[config.mk]
export PLATFORM = sky130hd
export DESIGN_NAME = mips_core
export DESIGN_NICKNAME = d
export VERILOG_FILES = /design/src/hdl/mips_pkg.sv /design/src/hdl/mips_core.sv /design/src/hdl/writeback_stage.sv /design/src/hdl/execute_stage.sv /design/src/hdl/hazard_unit.sv /design/src/hdl/register_file.sv /design/src/hdl/decode_unit.sv /design/src/hdl/fetch_stage.sv
export SDC_FILE = /design/constraint.sdc
export NUM_CORES = 2
export LEC_CHECK = 0
export BUFFER_PORTS_ARGS = -buffer_cell sky130_fd_sc_hd__buf_2
export CORE_ASPECT_RATIO = 0.9
export CORE_MARGIN = 2
export CORE_UTILIZATION = 55
export DETAILED_ROUTE_END_ITERATION = 8
export HOLD_SLACK_MARGIN = 0.06
export PLACE_DENSITY = 0.71
export SYNTH_ARGS = -nofsm -noshare
export SYNTH_HDL_FRONTEND = slang
export SYNTH_SLANG_ARGS = --single-unit
[constraint.sdc]
create_clock -name clk -period 11.8 [get_ports clk]
set_input_delay 1.18 -clock clk [delete_from_list [all_inputs] [get_ports clk]]
set_output_delay 1.18 -clock clk [all_outputs]
set_load 0.02 [all_outputs]
[src/hdl/mips_pkg.sv]
package mips_pkg;

  // ---------------------------------------------------------------------
  // widths
  // ---------------------------------------------------------------------
  localparam int xlen       = 32;
  localparam int reg_addr_w = 5;
  localparam int reg_count  = 32;

  // main opcodes, instr[31:26]
  localparam logic [5:0] op_rtype = 6'b000000;
  localparam logic [5:0] op_lw    = 6'b100011;
  localparam logic [5:0] op_sw    = 6'b101011;
  localparam logic [5:0] op_addi  = 6'b001000;
  localparam logic [5:0] op_addiu = 6'b001001;
  localparam logic [5:0] op_ori   = 6'b001101;
  localparam logic [5:0] op_lui   = 6'b001111;

  // function codes, r-type only
  localparam logic [5:0] funct_add  = 6'b100000;
  localparam logic [5:0] funct_addu = 6'b100001;
  localparam logic [5:0] funct_sub  = 6'b100010;
  localparam logic [5:0] funct_subu = 6'b100011;
  localparam logic [5:0] funct_and  = 6'b100100;
  localparam logic [5:0] funct_or   = 6'b100101;
  localparam logic [5:0] funct_slt  = 6'b101010;
  localparam logic [5:0] funct_sltu = 6'b101011;

  typedef enum logic [2:0] {
    alu_add,  // zero control word lands here
    alu_sub,
    alu_and,
    alu_or,
    alu_slt,
    alu_sltu
  } alu_op_t;

  // ---------------------------------------------------------------------
  // instruction word, two views of the same 32 bits
  // ---------------------------------------------------------------------
  typedef struct packed {
    logic [5:0]            op;
    logic [reg_addr_w-1:0] rs;
    logic [reg_addr_w-1:0] rt;
    logic [reg_addr_w-1:0] rd;
    logic [4:0]            shamt;
    logic [5:0]            funct;
  } r_fields_t;

  typedef struct packed {
    logic [5:0]            op;
    logic [reg_addr_w-1:0] rs;
    logic [reg_addr_w-1:0] rt;
    logic [15:0]           imm16;
  } i_fields_t;

  typedef union packed {
    r_fields_t r_fields;
    i_fields_t i_fields;
  } instr_t;

  typedef struct packed {
    logic    reg_write;
    logic    mem_to_reg;   // load result goes back
    logic    mem_write;
    logic    alu_src_imm;
    logic    reg_dst_rd;   // r-type writes rd, others rt
    logic    sign_ext;
    logic    imm_upper;    // lui
    alu_op_t alu_op;
  } ctrl_t;

  // ---------------------------------------------------------------------
  // pipeline registers, all zero is a bubble
  // ---------------------------------------------------------------------
  typedef struct packed {
    ctrl_t                 ctrl;
    logic [reg_addr_w-1:0] rs;
    logic [reg_addr_w-1:0] rt;
    logic [reg_addr_w-1:0] dest;
    logic [xlen-1:0]       rd1;
    logic [xlen-1:0]       rd2;
    logic [15:0]           imm;  // raw, shaped in execute
  } id_ex_t;

  typedef struct packed {
    logic                  reg_write;
    logic                  mem_to_reg;
    logic                  mem_write;
    logic [reg_addr_w-1:0] dest;
    logic [xlen-1:0]       alu_result;  // also the data address
    logic [xlen-1:0]       store_data;
  } ex_mem_t;

  typedef struct packed {
    logic                  reg_write;
    logic                  mem_to_reg;
    logic [reg_addr_w-1:0] dest;
    logic [xlen-1:0]       alu_result;
    logic [xlen-1:0]       load_data;
  } mem_wb_t;

  typedef enum logic [1:0] {
    fwd_none,
    fwd_from_mem,
    fwd_from_wb
  } fwd_sel_t;

endpackage
[src/hdl/mips_core.sv]
`timescale 1ns/100ps

module mips_core (
  input  logic                       clk,
  input  logic                       rst_n,
  output logic [mips_pkg::xlen-1:0]  pc,
  input  mips_pkg::instr_t           instr,
  output logic                       mem_write,
  output logic [mips_pkg::xlen-1:0]  mem_addr,
  output logic [mips_pkg::xlen-1:0]  mem_wdata,
  input  logic [mips_pkg::xlen-1:0]  mem_rdata
);

  logic                            stall;
  mips_pkg::instr_t                id_instr;
  mips_pkg::ctrl_t                 ctrl;
  logic [mips_pkg::xlen-1:0]       rd1;
  logic [mips_pkg::xlen-1:0]       rd2;
  mips_pkg::fwd_sel_t              fwd_a;
  mips_pkg::fwd_sel_t              fwd_b;
  mips_pkg::id_ex_t                id_ex;
  mips_pkg::ex_mem_t               ex_mem;
  mips_pkg::mem_wb_t               mem_wb;
  logic                            wb_we;
  logic [mips_pkg::reg_addr_w-1:0] wb_addr;
  logic [mips_pkg::xlen-1:0]       wb_result;

  // data port straight off the memory stage
  assign mem_write = ex_mem.mem_write;
  assign mem_addr  = ex_mem.alu_result;
  assign mem_wdata = ex_mem.store_data;

  // ---------------------------------------------------------------------
  fetch_stage i_fetch (
    .clk      (clk),
    .rst_n    (rst_n),
    .stall    (stall),
    .instr    (instr),
    .pc       (pc),
    .id_instr (id_instr)
  );

  decode_unit i_decode (
    .id_instr (id_instr),
    .ctrl     (ctrl)
  );

  register_file i_regs (
    .clk      (clk),
    .rst_n    (rst_n),
    .id_instr (id_instr),
    .wb_we    (wb_we),
    .wb_addr  (wb_addr),
    .wb_data  (wb_result),
    .rd1      (rd1),
    .rd2      (rd2)
  );

  hazard_unit i_hazard (
    .id_instr (id_instr),
    .id_ex    (id_ex),
    .ex_mem   (ex_mem),
    .mem_wb   (mem_wb),
    .stall    (stall),
    .fwd_a    (fwd_a),
    .fwd_b    (fwd_b)
  );

  execute_stage i_execute (
    .clk       (clk),
    .rst_n     (rst_n),
    .stall     (stall),
    .id_instr  (id_instr),
    .ctrl      (ctrl),
    .rd1       (rd1),
    .rd2       (rd2),
    .fwd_a     (fwd_a),
    .fwd_b     (fwd_b),
    .wb_result (wb_result),
    .id_ex     (id_ex),
    .ex_mem    (ex_mem)
  );

  writeback_stage i_writeback (
    .clk       (clk),
    .rst_n     (rst_n),
    .ex_mem    (ex_mem),
    .mem_rdata (mem_rdata),
    .mem_wb    (mem_wb),
    .wb_we     (wb_we),
    .wb_addr   (wb_addr),
    .wb_result (wb_result)
  );

endmodule

[src/hdl/writeback_stage.sv]
`timescale 1ns/100ps

module writeback_stage (
  input  logic                            clk,
  input  logic                            rst_n,
  input  mips_pkg::ex_mem_t               ex_mem,
  input  logic [mips_pkg::xlen-1:0]       mem_rdata,
  output mips_pkg::mem_wb_t               mem_wb,
  output logic                            wb_we,
  output logic [mips_pkg::reg_addr_w-1:0] wb_addr,
  output logic [mips_pkg::xlen-1:0]       wb_result
);

  mips_pkg::mem_wb_t mem_wb_next;

  // memory is combinational, read data sampled at the same edge
  always_comb
  begin
    mem_wb_next.reg_write  = ex_mem.reg_write;
    mem_wb_next.mem_to_reg = ex_mem.mem_to_reg;
    mem_wb_next.dest       = ex_mem.dest;
    mem_wb_next.alu_result = ex_mem.alu_result;
    mem_wb_next.load_data  = mem_rdata;
  end

  always_ff @(posedge clk or negedge rst_n)
  begin
    if (!rst_n)
      mem_wb <= '0;
    else
      mem_wb <= mem_wb_next;
  end

  // ---------------------------------------------------------------------
  // register write port, also the late forward source
  // ---------------------------------------------------------------------
  assign wb_we     = mem_wb.reg_write;
  assign wb_addr   = mem_wb.dest;
  assign wb_result = mem_wb.mem_to_reg ? mem_wb.load_data : mem_wb.alu_result;

endmodule

[src/hdl/execute_stage.sv]
`timescale 1ns/100ps

module execute_stage (
  input  logic                      clk,
  input  logic                      rst_n,
  input  logic                      stall,
  input  mips_pkg::instr_t          id_instr,
  input  mips_pkg::ctrl_t           ctrl,
  input  logic [mips_pkg::xlen-1:0] rd1,
  input  logic [mips_pkg::xlen-1:0] rd2,
  input  mips_pkg::fwd_sel_t        fwd_a,
  input  mips_pkg::fwd_sel_t        fwd_b,
  input  logic [mips_pkg::xlen-1:0] wb_result,
  output mips_pkg::id_ex_t          id_ex,
  output mips_pkg::ex_mem_t         ex_mem
);

  mips_pkg::id_ex_t          id_ex_next;
  mips_pkg::ex_mem_t         ex_mem_next;
  logic [mips_pkg::xlen-1:0] imm_ext;
  logic [mips_pkg::xlen-1:0] imm_val;
  logic [mips_pkg::xlen-1:0] fwd_rs;
  logic [mips_pkg::xlen-1:0] fwd_rt;
  logic [mips_pkg::xlen-1:0] alu_a;
  logic [mips_pkg::xlen-1:0] alu_b;
  logic [mips_pkg::xlen-1:0] alu_y;

  function automatic logic [mips_pkg::xlen-1:0] fwd_mux(
    input mips_pkg::fwd_sel_t        sel,
    input logic [mips_pkg::xlen-1:0] reg_val,
    input logic [mips_pkg::xlen-1:0] mem_val,
    input logic [mips_pkg::xlen-1:0] wb_val
  );
    case (sel)
      mips_pkg::fwd_from_mem: return mem_val;
      mips_pkg::fwd_from_wb:  return wb_val;
      default:                return reg_val;
    endcase
  endfunction

  // ---------------------------------------------------------------------
  // decode to execute register
  // ---------------------------------------------------------------------
  always_comb
  begin
    id_ex_next.ctrl = ctrl;
    id_ex_next.rs   = id_instr.r_fields.rs;
    id_ex_next.rt   = id_instr.r_fields.rt;
    id_ex_next.dest = ctrl.reg_dst_rd ? id_instr.r_fields.rd : id_instr.r_fields.rt;
    id_ex_next.rd1  = rd1;
    id_ex_next.rd2  = rd2;
    id_ex_next.imm  = id_instr.i_fields.imm16;
  end

  always_ff @(posedge clk or negedge rst_n)
  begin
    if (!rst_n)
      id_ex <= '0;
    else if (stall)
      id_ex <= '0;  // bubble, decode holds its instruction
    else
      id_ex <= id_ex_next;
  end

  // immediate shaping
  assign imm_ext = id_ex.ctrl.sign_ext ? {{16{id_ex.imm[15]}}, id_ex.imm}
                                       : {16'h0000, id_ex.imm};
  assign imm_val = id_ex.ctrl.imm_upper ? {id_ex.imm, 16'h0000} : imm_ext;

  assign fwd_rs = fwd_mux(fwd_a, id_ex.rd1, ex_mem.alu_result, wb_result);
  assign fwd_rt = fwd_mux(fwd_b, id_ex.rd2, ex_mem.alu_result, wb_result);

  assign alu_a = id_ex.ctrl.imm_upper ? '0 : fwd_rs;  // lui ignores rs
  assign alu_b = id_ex.ctrl.alu_src_imm ? imm_val : fwd_rt;

  // ---------------------------------------------------------------------
  // ALU
  // ---------------------------------------------------------------------
  always_comb
  begin
    case (id_ex.ctrl.alu_op)
      mips_pkg::alu_sub:  alu_y = alu_a - alu_b;
      mips_pkg::alu_and:  alu_y = alu_a & alu_b;
      mips_pkg::alu_or:   alu_y = alu_a | alu_b;
      mips_pkg::alu_slt:  alu_y = {31'd0, $signed(alu_a) < $signed(alu_b)};
      mips_pkg::alu_sltu: alu_y = {31'd0, alu_a < alu_b};
      default:            alu_y = alu_a + alu_b;
    endcase
  end

  always_comb
  begin
    ex_mem_next.reg_write  = id_ex.ctrl.reg_write;
    ex_mem_next.mem_to_reg = id_ex.ctrl.mem_to_reg;
    ex_mem_next.mem_write  = id_ex.ctrl.mem_write;
    ex_mem_next.dest       = id_ex.dest;
    ex_mem_next.alu_result = alu_y;
    ex_mem_next.store_data = fwd_rt;  // sw data, forwarded rt
  end

  always_ff @(posedge clk or negedge rst_n)
  begin
    if (!rst_n)
      ex_mem <= '0;
    else
      ex_mem <= ex_mem_next;
  end

endmodule

[src/hdl/hazard_unit.sv]
`timescale 1ns/100ps

module hazard_unit (
  input  mips_pkg::instr_t   id_instr,
  input  mips_pkg::id_ex_t   id_ex,
  input  mips_pkg::ex_mem_t  ex_mem,
  input  mips_pkg::mem_wb_t  mem_wb,
  output logic               stall,
  output mips_pkg::fwd_sel_t fwd_a,
  output mips_pkg::fwd_sel_t fwd_b
);

  logic load_in_ex;

  // ---------------------------------------------------------------------
  // load-use stall
  // ---------------------------------------------------------------------
  // load data only exists after the memory stage, so one bubble is needed
  assign load_in_ex = id_ex.ctrl.mem_to_reg && (id_ex.dest != '0);

  assign stall = load_in_ex &&
                 ((id_ex.dest == id_instr.r_fields.rs) ||
                  (id_ex.dest == id_instr.r_fields.rt));

  // ---------------------------------------------------------------------
  // forwarding into execute
  // ---------------------------------------------------------------------
  function automatic mips_pkg::fwd_sel_t fwd_select(
    input logic [mips_pkg::reg_addr_w-1:0] src,
    input mips_pkg::ex_mem_t               em,
    input mips_pkg::mem_wb_t               mw
  );
    // memory stage is younger so it wins
    if (em.reg_write && (em.dest != '0) && (em.dest == src))
      return mips_pkg::fwd_from_mem;
    else if (mw.reg_write && (mw.dest != '0) && (mw.dest == src))
      return mips_pkg::fwd_from_wb;
    else
      return mips_pkg::fwd_none;
  endfunction

  assign fwd_a = fwd_select(id_ex.rs, ex_mem, mem_wb);
  assign fwd_b = fwd_select(id_ex.rt, ex_mem, mem_wb);  // also feeds store data

endmodule

[src/hdl/register_file.sv]
`timescale 1ns/100ps

module register_file (
  input  logic                            clk,
  input  logic                            rst_n,
  input  mips_pkg::instr_t                id_instr,
  input  logic                            wb_we,
  input  logic [mips_pkg::reg_addr_w-1:0] wb_addr,
  input  logic [mips_pkg::xlen-1:0]       wb_data,
  output logic [mips_pkg::xlen-1:0]       rd1,
  output logic [mips_pkg::xlen-1:0]       rd2
);

  logic [mips_pkg::xlen-1:0] regs [mips_pkg::reg_count];

  // r0 hardwired, same-cycle write passes straight through
  function automatic logic [mips_pkg::xlen-1:0] read_port(
    input logic [mips_pkg::reg_addr_w-1:0] addr
  );
    if (addr == '0)
      return '0;
    else if (wb_we && (wb_addr == addr))
      return wb_data;
    else
      return regs[addr];
  endfunction

  assign rd1 = read_port(id_instr.r_fields.rs);
  assign rd2 = read_port(id_instr.r_fields.rt);

  always_ff @(posedge clk or negedge rst_n)
  begin
    if (!rst_n)
    begin
      for (int i = 0; i < mips_pkg::reg_count; i++)
        regs[i] <= '0;
    end
    else if (wb_we && (wb_addr != '0))
    begin
      regs[wb_addr] <= wb_data;
    end
  end

endmodule

[src/hdl/decode_unit.sv]
`timescale 1ns/100ps

module decode_unit (
  input  mips_pkg::instr_t id_instr,
  output mips_pkg::ctrl_t  ctrl
);

  logic [5:0] op;
  logic [5:0] funct;

  assign op    = id_instr.r_fields.op;
  assign funct = id_instr.r_fields.funct;

  always_comb
  begin
    ctrl = '0;  // anything unknown is a nop
    case (op)
      mips_pkg::op_rtype:
      begin
        case (funct)
          mips_pkg::funct_add,
          mips_pkg::funct_addu:
          begin
            ctrl.alu_op = mips_pkg::alu_add;  // no overflow trap either way
          end
          mips_pkg::funct_sub,
          mips_pkg::funct_subu:
          begin
            ctrl.alu_op = mips_pkg::alu_sub;
          end
          mips_pkg::funct_and:  ctrl.alu_op = mips_pkg::alu_and;
          mips_pkg::funct_or:   ctrl.alu_op = mips_pkg::alu_or;
          mips_pkg::funct_slt:  ctrl.alu_op = mips_pkg::alu_slt;
          mips_pkg::funct_sltu: ctrl.alu_op = mips_pkg::alu_sltu;
          default:              ctrl.alu_op = mips_pkg::alu_add;
        endcase
        // write only for a known function code
        case (funct)
          mips_pkg::funct_add, mips_pkg::funct_addu,
          mips_pkg::funct_sub, mips_pkg::funct_subu,
          mips_pkg::funct_and, mips_pkg::funct_or,
          mips_pkg::funct_slt, mips_pkg::funct_sltu:
          begin
            ctrl.reg_write  = 1'b1;
            ctrl.reg_dst_rd = 1'b1;
          end
          default:
          begin
            ctrl.reg_write  = 1'b0;
            ctrl.reg_dst_rd = 1'b0;
          end
        endcase
      end
      mips_pkg::op_lw:
      begin
        ctrl.reg_write   = 1'b1;
        ctrl.mem_to_reg  = 1'b1;
        ctrl.alu_src_imm = 1'b1;
        ctrl.sign_ext    = 1'b1;
      end
      mips_pkg::op_sw:
      begin
        ctrl.mem_write   = 1'b1;
        ctrl.alu_src_imm = 1'b1;
        ctrl.sign_ext    = 1'b1;
      end
      mips_pkg::op_addi,
      mips_pkg::op_addiu:
      begin
        ctrl.reg_write   = 1'b1;
        ctrl.alu_src_imm = 1'b1;
        ctrl.sign_ext    = 1'b1;
      end
      mips_pkg::op_ori:
      begin
        ctrl.reg_write   = 1'b1;
        ctrl.alu_src_imm = 1'b1;  // zero extended
        ctrl.alu_op      = mips_pkg::alu_or;
      end
      mips_pkg::op_lui:
      begin
        ctrl.reg_write   = 1'b1;
        ctrl.alu_src_imm = 1'b1;
        ctrl.imm_upper   = 1'b1;
      end
      default:
      begin
        ctrl = '0;
      end
    endcase
  end

endmodule

[src/hdl/fetch_stage.sv]
`timescale 1ns/100ps

module fetch_stage (
  input  logic                      clk,
  input  logic                      rst_n,
  input  logic                      stall,
  input  mips_pkg::instr_t          instr,
  output logic [mips_pkg::xlen-1:0] pc,
  output mips_pkg::instr_t          id_instr
);

  logic [mips_pkg::xlen-1:0] pc_plus4;

  assign pc_plus4 = pc + mips_pkg::xlen'(4);  // no branches, only step or hold

  // program counter
  always_ff @(posedge clk or negedge rst_n)
  begin
    if (!rst_n)
    begin
      pc <= '0;
    end
    else if (!stall)
    begin
      pc <= pc_plus4;
    end
  end

  // ---------------------------------------------------------------------
  // fetch to decode register
  // ---------------------------------------------------------------------
  // reset value is sll r0,r0,0 which decodes as a nop
  always_ff @(posedge clk or negedge rst_n)
  begin
    if (!rst_n)
    begin
      id_instr <= '0;
    end
    else if (!stall)
    begin
      id_instr <= instr;  // held while load-use stall
    end
  end

endmodule

==> run summary <==
After synthesis, the share of flip-flops with an asynchronous set or reset is 100%. The number of sinks on the clock net is around 1300. The maximum single-stage delay on the critical path is roughly 0.67 ns. The depth of the most critical reg-to-reg path is 22. Static timing analysis puts the maximum clock frequency at approximately 0.16 GHz. The largest clock skew in the final design is 0.0429 ns. Entering global routing, the biggest net connects 167 pins. For this run, the leading register cell type out of synthesis is sky130_fd_sc_hd__dfrtp_1. The category of the worst setup path launch point is a flip-flop.

The summed instance area of the synthesized netlist came out at 69700 um2. The sequential cells in the finished layout cover a total of 33400 um2. In this run the tightest slew margin relative to its limit is 14.8%. In the final timing run, aggregate negative setup slack is 0 ns. The clock passes through at most 3 buffers. The total overflow left after global routing is 0. The initial antenna violation count was 3.

The total inserted antenna cells is 0. The share of synthesized area occupied by flip-flops and latches came out at 47.9%. The highest ir drop seen on vdd is 0.130 mV. The HPWL after detailed placement is 126000 um. The quantity of hold-fixing buffers added after cts came out at 0.

The detail-routed net length per standard cell came out at approximately 28 um. The clock period minus final worst setup slack is between 6 and 7 ns. The number of H-tree levels came out at 4. Setup repair after global routing left no endpoint under its margin.

The vertical die dimension is 342 um. The overall die area is 130000 um2. The measured slew at the worst slew-check pin is 1.25 ns. The vias per cell is roughly 6.6. The number of stages on the worst hold path came out at 0. Routability-driven placement finished with a final weighted congestion of ~1.0. The total number of yosys warnings came out at 0.

The clock network latency to the later pin of the worst-skew pair came out at 0.78 ns. For this block, the initial DRC count from the detailed router was 6420. The min-delay analysis places its worst path in the category reg -> reg. TritonCTS built the clock tree. The number of endpoints with negative hold slack in the final report came out at 0. Each instance of the synthesized netlist takes up on average 11.2 um2.

From synthesis to final layout, the design area changed by 9.42%. The count of pins over their slew limit is 0. After global routing, the most crowded layer is met2.

The data required time at the worst endpoint came out at 12.46 ns. The clock-pin slew on the worst setup and hold paths came out at 0.06 ns. The largest individual stage delay along the critical path comes from the cell sky130_fd_sc_hd__a21boi_1. The fraction of met2 tracks used by global routing came out at 50.1%. The share of post-route cells with drive strength above 1 is approximately 22%. The antenna violation net count after detailed routing is 0. The power density over the cells is 161 nW/um2. The gate count of the mapped netlist is just over 6000. The count of state elements after synthesis is roughly 1300.

The sort of element at the end of the critical path is a flip-flop. The floorplan step set the die width to 379 um. The number of flops mapped to enable cells by yosys is 0.

The number of distinct library cells after synthesis came out at 92. The maximum fanout encountered on the critical timing path is between 60 and 70. The total iterations of the first detailed-routing run is 6.

Clock tree synthesis selected as its root buffer the cell sky130_fd_sc_hd__clkbuf_16. The total number of placement rows came out at approximately 120. The post-cts resize count is 0. The routed wire length came out at ~210000 um.

The final setup violation count is 0. Port buffering added 160 buffers. The initial standard-cell utilization of the core is 55.6%. The number of setup buffers added after CTS is 0. The count of maximum capacitance violations came out at 0.

The signal on the critical path passes through or2_0, o41ai_2, nor4_4, buf_4, nor2_1, a211oi_1, a21oi_1, nor2_1, a21oi_1, inv_1, ha_1, inv_1, fa_1, nor2b_1, o31a_1, o31ai_1, a21boi_1, a311o_1, nor2b_1, o22ai_1, o21a_1, a22oi_1. The total area inside the core boundary comes to roughly 130000 um2. The critical path in this run is classified as reg -> reg.

Global routing used 47.3% of the available met1 tracks. For this run, design rule violations remaining after detail routing come to 0. Detailed routing inserted a total of 51400 vias. The flow ran to the end, and the final reports show no timing, DRC or antenna violations. The part of the cycle the worst path needs came out at 51.9%. Data on the critical path arrives at its endpoint at 6.79 ns. The total global routing track utilization came out at about a third. The met3 usage is 8.27%.

The number of filler instances in the final layout came out at 9841. The first global-routing pass estimated 326000 um of wire. Summed over all cells, the static leakage comes to 33.1 nW.

Counting the buffers created by CTS gives about 140. The final standard cell utilization of the core is between 60 and 70%. The number of top-level pins came out at 163.

The total number of nets in the final design came out at between 6000 and 7000. The multi-input combinational cells in the finished layout cover a total of 33600 um2. The number of global-route vias before repair is 51500.
## final cells by class
class / instances / share of cell area [%]
Timing Repair Buffer: 259 / 2.16
Multi-Input combinational cell: 4111 / 44.0
Tap cell: 1687 / 2.77
Inverter: 116 / 0.571
Sequential cell: 1333 / 43.8
Clock buffer: 190 / 5.40
Clock inverter: 64 / 1.23
## cells in the final DEF (no fill, tap or decap), types with 16 or more instances in the layout
| master | synthesis | final |
|---|---|---|
| sky130_fd_sc_hd__xnor2_1 | 44 | 44 |
| sky130_fd_sc_hd__buf_2 | 68 | 159 |
| sky130_fd_sc_hd__o21ai_0 | 509 | 509 |
| sky130_fd_sc_hd__nand2b_1 | 21 | 21 |
| sky130_fd_sc_hd__clkbuf_1 | 493 | 18 |
| sky130_fd_sc_hd__clkbuf_8 | 4 | 23 |
| sky130_fd_sc_hd__mux2_2 | 66 | 66 |
| sky130_fd_sc_hd__a21o_1 | 38 | 38 |
| sky130_fd_sc_hd__a211oi_1 | 113 | 113 |
| sky130_fd_sc_hd__clkbuf_16 | 0 | 149 |
| sky130_fd_sc_hd__mux4_2 | 640 | 640 |
| sky130_fd_sc_hd__mux2i_4 | 0 | 27 |
| sky130_fd_sc_hd__dfrtp_1 | 1333 | 1320 |
| sky130_fd_sc_hd__nor2_1 | 763 | 746 |
| sky130_fd_sc_hd__nor2_4 | 0 | 16 |
| sky130_fd_sc_hd__o22ai_1 | 30 | 30 |
| sky130_fd_sc_hd__nor2b_1 | 73 | 71 |
| sky130_fd_sc_hd__ha_1 | 97 | 97 |
| sky130_fd_sc_hd__a21oi_1 | 720 | 719 |
| sky130_fd_sc_hd__nand2_1 | 638 | 627 |
| sky130_fd_sc_hd__inv_1 | 114 | 114 |
| sky130_fd_sc_hd__clkinv_2 | 0 | 21 |
| sky130_fd_sc_hd__nand3_1 | 34 | 32 |
| sky130_fd_sc_hd__bufinv_16 | 0 | 19 |
| sky130_fd_sc_hd__o21bai_1 | 20 | 18 |
| sky130_fd_sc_hd__buf_4 | 70 | 92 |
| sky130_fd_sc_hd__xor2_1 | 31 | 31 |
| sky130_fd_sc_hd__nor3_1 | 19 | 19 |
## worst max-delay path: cells and delay by family (launching register included)
family | cells | cell delay (ns)
DFF | 1 | 0.64
buffers and inverters | 3 | 0.73
AOI/OAI and AO/OA | 11 | 2.42
adders and majority gates | 2 | 0.66
and+or+nand+nor | 6 | 1.55
## report_power, final
part | total [mW] | switching [mW] | internal (mW)
Combinational | 2.13 | 1.29 | 0.832
Sequential | 5.33 | 0.376 | 4.95
Clock | 4.83 | 1.95 | 2.88
## synth_stat cells (all sizes together) (34+ instances only)
cell type | instances | area (um2)
dfrtp | 1333 | 33400
nor2 | 763 | 2860
a21oi | 721 | 3620
mux4 | 640 | 14400
nand2 | 638 | 2390
o21ai | 521 | 2610
clkbuf | 500 | 1920
buf | 168 | 1000
inv | 116 | 435
a211oi | 115 | 873
ha | 97 | 1210
nor2b | 74 | 465
mux2 | 66 | 743
mux2i | 46 | 460
xnor2 | 44 | 385
a21o | 40 | 303
nand3 | 34 | 170
## path summary, 6_finish.rpt
check                                                      start                             end  slack [ns]
worst max-delay path            i_writeback.wb_addr[1]$_DFF_PN0_  i_execute.ex_mem[62]$_DFF_PN0_        5.67
worst min-delay path              i_execute.id_ex[102]$_DFF_PN0_  i_execute.ex_mem[69]$_DFF_PN0_        0.35
worst max register to register  i_writeback.wb_addr[1]$_DFF_PN0_  i_execute.ex_mem[62]$_DFF_PN0_        5.67
worst min register to register    i_execute.id_ex[102]$_DFF_PN0_  i_execute.ex_mem[69]$_DFF_PN0_        0.35
max in group asynchronous                                  rst_n    i_regs.regs[646]$_DFFE_PN0P_        8.92
min in group asynchronous                                  rst_n      i_fetch.pc[11]$_DFFE_PN0N_        0.45
## registers in the layout, indices dropped and copies added (netlist names)
| name | cells |
|---|---|
| i_execute.ex_mem | 72 |
| i_execute.id_ex | 104 |
| i_fetch.id_instr | 32 |
| i_fetch.pc | 30 |
| i_regs.regs | 1024 |
| i_writeback.mem_wb | 65 |
| i_writeback.wb_addr | 5 |
| i_writeback.wb_we | 1 |
## through the flow
step                      instances  hold WS [ns]  setup slack (ns)  area [um2]  total power [mW]
after global placement         7506         0.334              5.94       71200              7.41
after global routing           7760         0.358              5.36       76200              12.7
after CTS                      7760         0.354              5.79       76200              12.3
after floorplan                6228         0.331              7.22       69700              6.76
final                          7760         0.354              5.67       76200              12.3
after detailed placement       7506         0.335              5.81       71200              7.47
## metal layers
layer	wire, um	vias up
met3	23800	615
met2	95600	2988
met1	83700	26000
met5	27	-
met4	11100	4
li1	-	21700
## cells by family after synthesis
kind of cell	share of synthesized area, %
DFF	47.9
and+or+nand+nor	9.64
muxes	22.4
buffers and inverters	4.82
AOI/OAI and AO/OA	12.5
xor gates and xnor gates	0.943
other	0.00538
adders and majority gates	1.80
No activity file was read; power rests on OpenSTA's default activity.
